**src/cpuPkg.sv**
```systemverilog
// ----------------------------------------------------------
// widths, opcodes, field positions and stage bundles of the core
// immediate extension puts bit 15 at bit 31 with bits 30..15 zero
// ----------------------------------------------------------
package cpuPkg;

   localparam int dataWidth   = 32;
   localparam int addrWidth   = 7;
   localparam int memDepth    = 128;
   localparam int regCount    = 32;
   localparam int regIdxWidth = $clog2(regCount);
   localparam int opWidth     = 6;
   localparam int immWidth    = 16;

   typedef logic [dataWidth-1:0]   wordT;
   typedef logic [addrWidth-1:0]   pcT;
   typedef logic [regIdxWidth-1:0] regIdxT;
   typedef logic [opWidth-1:0]     opcodeT;

   // opcodes, any other value does nothing
   localparam opcodeT opHalt = 6'd0;
   localparam opcodeT opAdd  = 6'd1;
   localparam opcodeT opSub  = 6'd2;
   localparam opcodeT opAnd  = 6'd3;
   localparam opcodeT opOr   = 6'd4;
   localparam opcodeT opAddi = 6'd5;
   localparam opcodeT opJ    = 6'd8;
   localparam opcodeT opJr   = 6'd9;
   localparam opcodeT opBgt  = 6'd10;

   // lowest bit of each instruction field
   localparam int opLsb     = 26;   // 31..26
   localparam int rdLsb     = 21;   // 25..21
   localparam int rsLsb     = 16;   // 20..16
   localparam int rtLsb     = 11;   // 15..11
   localparam int immLsb    = 0;    // 15..0
   localparam int targetLsb = 0;    // 6..0, jump target or branch offset

   // fetching here ends the program
   localparam pcT lastAddr = pcT'(memDepth - 1);

   typedef struct packed {
      logic valid;
      pcT   pc;
      wordT instr;
   } fetchBundleT;

   typedef struct packed {
      logic   valid;
      pcT     pc;
      opcodeT op;
      regIdxT rd;
      wordT   opA;      // rs contents
      wordT   opB;      // rt contents
      wordT   imm;      // already extended
      pcT     target;
   } decodeBundleT;

   typedef struct packed {
      logic taken;
      pcT   target;
   } redirectT;

   typedef struct packed {
      logic   valid;
      regIdxT dest;
      wordT   data;
   } wbBundleT;

endpackage

```
**src/executeStage.sv**
```systemverilog
// ----------------------------------------------------------
// execute: ALU, control transfers and halt detection
// writeback is presented this cycle and committed at the next edge
// ----------------------------------------------------------
`timescale 1ns/1ps

module executeStage import cpuPkg::*; (
   input  logic         clk,
   input  logic         reset,
   input  decodeBundleT decoded,
   output redirectT     redirect,
   output logic         halt,
   output wbBundleT     wb
);

   logic killNext;       // item right behind a halt never runs
   logic live;
   logic isArith;
   wordT result;
   wordT diff;
   pcT   branchTarget;

   assign live = decoded.valid & ~killNext;
   assign diff = decoded.opA - decoded.opB;

   // offset is relative to the instruction after the branch
   assign branchTarget = decoded.pc + decoded.target + 1'b1;

   always_comb begin
      result          = '0;
      isArith         = 1'b0;
      redirect.taken  = 1'b0;
      redirect.target = decoded.target;
      case (decoded.op)
         opAdd: begin
            result  = decoded.opA + decoded.opB;
            isArith = 1'b1;
         end
         opSub: begin
            result  = diff;
            isArith = 1'b1;
         end
         opAnd: begin
            result  = decoded.opA & decoded.opB;
            isArith = 1'b1;
         end
         opOr: begin
            result  = decoded.opA | decoded.opB;
            isArith = 1'b1;
         end
         opAddi: begin
            result  = decoded.opA + decoded.imm;
            isArith = 1'b1;
         end
         opJ: begin
            redirect.taken = live;
         end
         opJr: begin
            redirect.taken  = live;
            redirect.target = decoded.opA[addrWidth-1:0];
         end
         opBgt: begin
            redirect.taken  = live & ~diff[dataWidth-1];   // rs - rt not negative
            redirect.target = branchTarget;
         end
         default: ;   // halt and unknown opcodes
      endcase
   end

   assign halt = live && (decoded.op == opHalt);

   always_comb begin
      wb.valid = live & isArith;
      wb.dest  = decoded.rd;
      wb.data  = result;
   end

   always_ff @(posedge clk or negedge reset) begin
      if (!reset) begin
         killNext <= 1'b0;
      end else begin
         killNext <= halt;
      end
   end

endmodule

```
**config.mk**
```make
export PLATFORM = sky130hd
export DESIGN_NAME = executeStage
export DESIGN_NICKNAME = d
export VERILOG_FILES = /design/src/cpuPkg.sv /design/src/executeStage.sv
export SDC_FILE = /design/constraint.sdc
export NUM_CORES = 1
export LEC_CHECK = 0
export ABC_AREA = 1
export BUFFER_PORTS_ARGS = -buffer_cell sky130_fd_sc_hd__buf_2
export CAP_MARGIN = 30
export CORE_ASPECT_RATIO = 1.1
export CORE_MARGIN = 2
export CORE_UTILIZATION = 30
export CTS_BUF_LIST = sky130_fd_sc_hd__clkbuf_4
export DETAILED_ROUTE_END_ITERATION = 10
export PLACE_DENSITY_LB_ADDON = 0.1
export RECOVER_POWER = 25
export SYNTH_ARGS = -nofsm -noshare
export SYNTH_HDL_FRONTEND = slang
export SYNTH_SLANG_ARGS = --single-unit
```
**constraint.sdc**
```tcl
create_clock -name clk -period 5 [get_ports clk]
set_input_delay 1 -clock clk [delete_from_list [all_inputs] [get_ports clk]]
set_output_delay 1 -clock clk [all_outputs]
set_load 0.1 [all_outputs]
```
==> qor.txt <==
Status: complete, no violations
Reg2reg end: killNext
Effective utilization at floorplan: 30.46%
Total global-route track usage: 23.86%
FF+latch count, synth: 1
Final WL: 29860 um
Number of flops mapped to enable cells by yosys: 0
Max reg flops: 1
Synth unique cells: 42
Vias in the first global route: 8120
Worst Hold Slack: 558.8 ps
Core area: 0.02279 sq mm
Layout area overhead: 25.00%
Period Utilization, post-route: 96.75%
Cell Chain, Critical Path: buf_2 -> nor2_4 -> nand2_4 -> nor2_8 -> nand2_8 -> buf_12 -> nor2_1 -> a21oi_1 -> ha_1 -> nand2_1 -> nor2_1 -> inv_1 -> nor2_1 -> nand4_1 -> nand3_1 -> nand2_1 -> nand3_1 -> nand3_2 -> buf_12
Cell area after synthesis: 0.006940 sq mm
Max Freq: 0.2067 GHz
Final min period: 4838 ps
Hold path startpoint: killNext
Worst-Margin Slew: 1172 ps
Final HPWL DP: 26280 um
Clock Latency Late Sink: 0 ps
Worst slew margin: 22.19%
Total Power Consumption: 865.9 uW
Hold-critical path endpoint: killNext
Worst EP required: 4000 ps
Clk slew on worst S/H paths: 0 ps
Worst Setup SP: decoded[112]
PwrDens: 99.81 mW/mm^2
Dpl ws: 80.70 ps
Initial DRC count: 528
Post_cts resized: 0
Cts hold-fix bufs: 0
Final cell count without fillers: 1739
IO buf count: 160
Fillers: 2633
Sequential Area: 25.02 sq um
Final antenna-violating net count: 0
R2r worst-path depth: 3
Critical path arrival: 3840 ps
Critical path peak fanout: 20
IO Count: 171
First-pass GRT wire length: 44800 um
Final setup margin: 162.3 ps
Gr ovfl total: 0
Largest registers: killNext: 1 flops
Vias: 8441
RePlAce Congestion: 0.9212
Synth warn: 0
Vias per cell: 4.854
Die Height: 163.5 um
Final count of pins violating max slew: 0
Most frequent CP cell: nor2_1
Top_reg_cell synth: dfrtp_1
Final setup violation count: 0
Largest Register: killNext
Share of layout cells above drive strength 1: 17.44%
Crit Path Category: in -> out
RSZ-0062 raised after global routing: false
Die width: 149.0 um
Pleak: 5.058 nW
Area of the multi-input gates: 0.005993 sq mm
Largest net degree at the start of global routing: 40
R2R Setup Slk: 3970 ps
WP buf/inv: 4
Clock Skews: 0 ps
CP delay by family, top: simple AND/OR/NAND/NOR gates
Layout Utilization: 38.07%
Num rows: 58
First-pass iteration count of the detailed router: 5
Post-CTS setup buffers: 0
Post-synthesis cell count: 1287
Synthesized area per cell: 5.393 sq um
Asr flop ratio synth: 100.0%
Max-cap violations: 0
RR Startpoint: killNext
Final-stage net count: 1706
Seq/Total Area, Yosys: 0.3606%
Final Hold Fails: 0
Top-area cell type share of the netlist area: 24.88%
Drt wl/cell: 17.17 um
Hold WC Path Type: reg -> reg
Slowest stage delay, CP: 370 ps
Commonest non-fill, non-tap cells in the layout: nand2_1, inv_1, nor2_1
Syn_nets: 1552
Most common cell after layout, fill and taps aside: nand2_1
Initial antenna violation count: 0
Top cells by area, synth: ha_1, nand2_1, inv_1, nand3_1, a21oi_1
Critical path's slowest cell: ha_1
Die area: 0.02437 sq mm
Inst Count DP: 1738
CP Capture Type: output port
Worst Hold Depth: 3
Cell type with the largest total area after synthesis: ha_1
Max IR drop VDD: 0.04133 mV
DRC violations left: 0
Startpoint class of the critical path: input port
Ant diodes: 0
-- worst register-to-register path, delay by kind of cell, from the launching register on --
family        cells  cell delay, ps
simple gates      2             470
buf+inv           1              80
flops             1             340
-- worst max-delay path by stage --
stage | end | slack [ps] | cells past startpoint
2_1_floorplan | wb[12] | -370 | 17
3_3_place_gp | wb[31] | 80 | 18
3_5_place_dp | wb[31] | 80 | 18
4_1_cts | wb[31] | 60 | 18
5_1_grt | wb[29] | 3 | 19
6_report | wb[20] | 160 | 19
-- report_power, final --
part / internal, mW / total (mW) / switching, mW
Combinational: 0.278 / 0.858 / 0.580
Clock: 0 / 0 / 0
Sequential: 0.00829 / 0.00830 / 0.0000132
Total: 0.286 / 0.866 / 0.580
-- kinds of logic after synthesis --
family          after synthesis  synth area share (%)
xor+xnor                      5                0.6311
fa+ha+maj                   141                 25.74
simple gates                662                 41.28
compound gates              207                 16.68
buf+inv                     271                 15.31
flops                         1                0.3605
-- layer usage --
metal	GRT usage [%]	wire [um]
met2	44.85	14450
met3	1.872	1622
met4	5.065	819
met5	0	0
met1	29.45	12970
-- through the flow --
stage / instance area, sq um / setup TNS [ps]
2_1_floorplan: 7002 / -596.4
3_3_place_gp: 8554 / 0
3_5_place_dp: 8554 / 0
4_1_cts: 8554 / 0
5_1_grt: 8676 / 0
6_report: 8676 / 0
-- cell usage after synthesis (all sizes together) (2+ instances only) --
cell type	n
nor3	10
a21oi	127
o211ai	5
nand2	334
o221ai	3
o21ai	47
o2111ai	8
ha	138
clkbuf	8
nand3b	3
xnor2	3
fa	3
a22oi	6
nor2	159
o21bai	9
buf	13
xor2	2
nand3	127
inv	250
nor4	4
or2	11
nand4	13
-- cell type report --
cell class                 instances  area share (%)
timing repair buffer             173           15.49
multi-input combinational       1015           69.08
inverter                         250           10.82
sequential                         1          0.2884
tap                              300           4.327
Note: power is estimated with default switching activity, not from simulation.
