File: config.mk
export PLATFORM = sky130hd
export DESIGN_NAME = registerFile
export DESIGN_NICKNAME = d
export VERILOG_FILES = /design/src/cpuPkg.sv /design/src/registerFile.sv
export SDC_FILE = /design/constraint.sdc
export NUM_CORES = 2
export LEC_CHECK = 0
export ABC_AREA = 0
export BUFFER_PORTS_ARGS = -buffer_cell sky130_fd_sc_hd__buf_2
export CAP_MARGIN = 20
export CORE_UTILIZATION = 40
export CTS_BUF_LIST = sky130_fd_sc_hd__clkbuf_8 sky130_fd_sc_hd__clkbuf_16
export DETAILED_ROUTE_END_ITERATION = 10
export PLACE_DENSITY_LB_ADDON = 0.3
export SYNTH_ARGS = -nofsm -noshare
export SYNTH_HDL_FRONTEND = slang
export SYNTH_SLANG_ARGS = --single-unit
File: constraint.sdc
create_clock -name clk -period 4.1 [get_ports clk]
set_input_delay 0.205 -clock clk [delete_from_list [all_inputs] [get_ports clk]]
set_output_delay 0.205 -clock clk [all_outputs]
set_load 0.1 [all_outputs]
File: src/cpuPkg.sv
// ----------------------------------------------------------
// widths, opcodes, field positions and stage bundles of the core
// immediate extension puts bit 15 at bit 31 with bits 30..15 zero
// ----------------------------------------------------------
package cpuPkg;

   localparam int dataWidth   = 32;
   localparam int addrWidth   = 7;
   localparam int memDepth    = 128;
   localparam int regCount    = 32;
   localparam int regIdxWidth = $clog2(regCount);
   localparam int opWidth     = 6;
   localparam int immWidth    = 16;

   typedef logic [dataWidth-1:0]   wordT;
   typedef logic [addrWidth-1:0]   pcT;
   typedef logic [regIdxWidth-1:0] regIdxT;
   typedef logic [opWidth-1:0]     opcodeT;

   // opcodes, any other value does nothing
   localparam opcodeT opHalt = 6'd0;
   localparam opcodeT opAdd  = 6'd1;
   localparam opcodeT opSub  = 6'd2;
   localparam opcodeT opAnd  = 6'd3;
   localparam opcodeT opOr   = 6'd4;
   localparam opcodeT opAddi = 6'd5;
   localparam opcodeT opJ    = 6'd8;
   localparam opcodeT opJr   = 6'd9;
   localparam opcodeT opBgt  = 6'd10;

   // lowest bit of each instruction field
   localparam int opLsb     = 26;   // 31..26
   localparam int rdLsb     = 21;   // 25..21
   localparam int rsLsb     = 16;   // 20..16
   localparam int rtLsb     = 11;   // 15..11
   localparam int immLsb    = 0;    // 15..0
   localparam int targetLsb = 0;    // 6..0, jump target or branch offset

   // fetching here ends the program
   localparam pcT lastAddr = pcT'(memDepth - 1);

   typedef struct packed {
      logic valid;
      pcT   pc;
      wordT instr;
   } fetchBundleT;

   typedef struct packed {
      logic   valid;
      pcT     pc;
      opcodeT op;
      regIdxT rd;
      wordT   opA;      // rs contents
      wordT   opB;      // rt contents
      wordT   imm;      // already extended
      pcT     target;
   } decodeBundleT;

   typedef struct packed {
      logic taken;
      pcT   target;
   } redirectT;

   typedef struct packed {
      logic   valid;
      regIdxT dest;
      wordT   data;
   } wbBundleT;

endpackage

File: src/registerFile.sv
// ----------------------------------------------------------
// 32 registers, r0 always reads zero
// a read of the register being written returns the new value
// ----------------------------------------------------------
`timescale 1ns/1ps

module registerFile import cpuPkg::*; (
   input  logic     clk,
   input  logic     reset,
   input  regIdxT   readIdxA,
   input  regIdxT   readIdxB,
   output wordT     readA,
   output wordT     readB,
   input  wbBundleT wb
);

   wordT regs [regCount];
   logic writing;

   assign writing = wb.valid && (wb.dest != '0);   // r0 writes dropped

   always_ff @(posedge clk or negedge reset) begin
      if (!reset) begin
         for (int i = 0; i < regCount; i++) begin
            regs[i] <= '0;
         end
      end else if (writing) begin
         regs[wb.dest] <= wb.data;
      end
   end

   // write-through bypass
   assign readA = (writing && (wb.dest == readIdxA)) ? wb.data : regs[readIdxA];
   assign readB = (writing && (wb.dest == readIdxB)) ? wb.data : regs[readIdxB];

endmodule

==> results by group <==
Run status
  • Status: finished, final reports clean

Finish
  • Final nets: 3477
  • Area growth syn-to-layout: 12.1%
  • Final Instance Area: 0.0599 mm²
  • Biggest register: regs
  • Proportion of layout cells with a drive suffix above 1: 45.7%
  • Max FFs per register: 1024
  • Largest registers: regs x1024
  • Final std cells w/o fill: 5272
  • Fillers: 11460

Pwr
  • Power Internal: 0.0214 W
  • Logic pwr share: 21.1%
  • Flop pwr share: 44.7%
  • Clk pwr share: 34.2%
  • Peak VDD IR: 0.342 mV
  • Psw: 0.00850 W
  • Total chip power: 0.0299 W
  • Leak pwr: 25.9 nW
  • Sw Ratio: 28.4%
  • Pwr dens: 499 mW/mm²

Logic synthesis
  • Mapped cell area: 0.0534 mm²
  • Post-Syn Area per Cell: 15.3 µm²
  • Cell taking the most area after synthesis: dfrtp_1
  • Most common cell in the netlist: dfrtp_1
  • Simple-gate area share of the yosys netlist: 2.07%
  • Seq/Total Area, Yosys: 47.9%
  • Seq cells post-synth: 1024
  • Adder-Cell Fraction of Synth Area: 0%
  • Synth Area in XOR/XNOR: 0.164%
  • Library cells used by synthesis: 41
  • Main synth FF type: dfrtp_1
  • Top cells by count, synth: dfrtp_1, mux2_2, mux4_2, mux2_1, o22ai_1
  • Syn nets: 3533
  • Post-Synthesis Cells: 3483
  • EDFF count, synth: 0
  • Yosys warnings: 0
  • Largest family of logic cells by synthesized area: multiplexers
  • Compound-gate portion of the synthesized area: 3.64%
  • Synth top area cells: dfrtp_1, mux4_2, mux2_2
  • Synth top area share: 47.9%
  • Post-synthesis mux area share: 42.6%
  • Share of synthesized flip-flops with an asynchronous set or reset: 100%

Die
  • Die X: 368 µm
  • Starting Density: 40.5%
  • Core region area: 0.132 mm²
  • Die H: 368 µm
  • IO Pins: 114
  • # rows: 133
  • Die footprint: 0.135 mm²

Placement
  • DP Cell Count: 5072
  • PortBufs: 113
  • Gpl congestion: 0.810
  • Detailed placer's ending HPWL: 95300 µm
  • Placed Area: 0.0562 mm²

CTS
  • Worst-case clock buffer depth: 3
  • CTS Sinks: 1024
  • Reg clk slew, reported paths: 0.06 ns
  • Num CTS Buffers: 107
  • H-tree depth: 3
  • CTS tree: built
  • Clock Latency Late Sink: 0.70 ns
  • CTS root buf: clkbuf_16
  • Post-CTS sizing: 0

STA
  • Fin crit period: 3.27 ns
  • Worst-margin pin slew: 1.03 ns
  • Fmax: 306 MHz
  • Final period util: 79.7%
  • Final Setup Violations: 0
  • Final Skew: 0 ns
  • Final Max Tran Viols: 0
  • Final Hold Fails: 0
  • RSZ-0062 raised after global routing: no
  • Slew HR: 31.3%
  • TNS Setup: 0 ns

Critical path
  • Setup CP Type: input pin to primary output
  • Critical Path, Cell by Cell: buf_2 -> nor2_1 -> nand2_2 -> buf_4 -> buf_4 -> o22ai_1 -> or4_1 -> o21ai_1 -> buf_2
  • CP Launch Type: input pin
  • Critical Path Max Stage Delay: 0.55 ns
  • Crit path DAT: 3.06 ns
  • Max Fanout on Critical Path: 18
  • Nature of the critical path endpoint: primary output
  • R2R setup slack: 3.26 ns
  • Slowest cell on crit path: or4_1
  • Req. time, crit path: 3.89 ns

Routing
  • Detailed Routing Iterations Pass 1: 5
  • Via count: 33589
  • Final wirelength: 165000 µm
  • Drt drc: 0
  • Vias per inst: 6.37
  • Detail Route Antenna Nets: 0
  • DRT iter0 DRCs: 2990
  • Routed len/inst: 31.2 µm

Global routing
  • First-pass GRT wire length: 244000 µm
  • Number of global-route vias before repair: 34540
  • Gr ovfl total: 0
  • Total global-route track usage: 24.5%
  • Initial antenna violation count: 11
  • Pin count of the biggest net entering global routing: 130

Min path
  • Hold Path Class: input pin to async pin

Run
  • MaxCap Viol Count: 0
power groups by stage:
| stage | logic [W] | registers (W) | clock network [W] |
|---|---|---|---|
| floorplan | 0.00503 | 0.0130 | 0 |
| global route | 0.00671 | 0.0136 | 0.0108 |
| global placement | 0.00623 | 0.0134 | 0 |
| finish | 0.00631 | 0.0134 | 0.0102 |
| CTS | 0.00635 | 0.0133 | 0.0104 |
| detailed placement | 0.00634 | 0.0135 | 0 |
worst paths after layout:
check                                  from    endpoint  cells after the start
worst max-delay path            readIdxA[2]   readA[18]                      9
worst min-delay path                  reset   regs[947]                      2
worst max register to register    regs[510]   regs[510]                      1
worst min register to register   regs[1015]  regs[1015]                      0
max in group asynchronous             reset   regs[229]                      3
min in group clk                     wb[21]   regs[693]                      2
final cells by class:
type	count	area (µm²)	area share (%)
Antenna cell	3	7.51	0.0125
Clock buffer	140	3170	5.28
Clock inverter	56	539	0.900
Inverter	3	11.3	0.0188
Multi-Input combinational cell	2044	26200	43.7
Sequential cell	1024	25600	42.8
Tap cell	1755	2200	3.66
Timing Repair Buffer	247	2200	3.67
per-layer routing:
layer / vias to the layer above / global-route usage [%] / share of wire [%]
li1: 13544 / - / -
met1: 18390 / 34.2 / 42
met2: 1330 / 38.0 / 47
met3: 309 / 5.20 / 7.7
met4: 16 / 8.55 / 3.4
met5: - / 0 / 0.057
timing repair:
action / CTS / global route
hold buffers: 1 / 0
endpoints found under the hold margin: 165 / 0
setup endpoints to repair: 0 / 0
buffers inserted: 0 / 0
metrics by stage:
stage	hold slack [ns]	utilization [%]	worst slack, ns
floorplan	-0.0906	-	0.957
global placement	0.228	42.6	0.949
detailed placement	0.221	42.6	0.894
CTS	0.0977	45.4	0.807
finish	0.0804	45.4	0.833
global route	0.144	45.4	0.773
cell families after synthesis:
logic type	Yosys count
buffers and inverters	415
AOI/OAI and AO/OA	320
and+or+nand+nor	204
muxes	1510
DFF	1024
xor gates and xnor gates	10
placed cells by master, fill, tap and decap left out, types with 7 or more instances in the layout:
| cell | count |
|---|---|
| buf_4 | 88 |
| or4_1 | 62 |
| nand2_4 | 15 |
| dfrtp_1 | 1024 |
| nand2_1 | 64 |
| mux4_2 | 511 |
| clkinv_2 | 13 |
| o22ai_1 | 248 |
| bufinv_16 | 10 |
| nand3b_1 | 7 |
| clkbuf_16 | 110 |
| buf_2 | 107 |
| clkbuf_8 | 30 |
| o21ai_1 | 62 |
| nor2_4 | 16 |
| inv_1 | 28 |
| mux2_2 | 630 |
| buf_12 | 46 |
| mux2_1 | 363 |
worst max-delay path, delay by kind of cell:
family / cells / cell delay (ns)
buf+inv: 4 / 1.56
compound gates: 2 / 0.26
simple gates: 3 / 0.99
No activity file was read; power rests on OpenSTA's default activity.
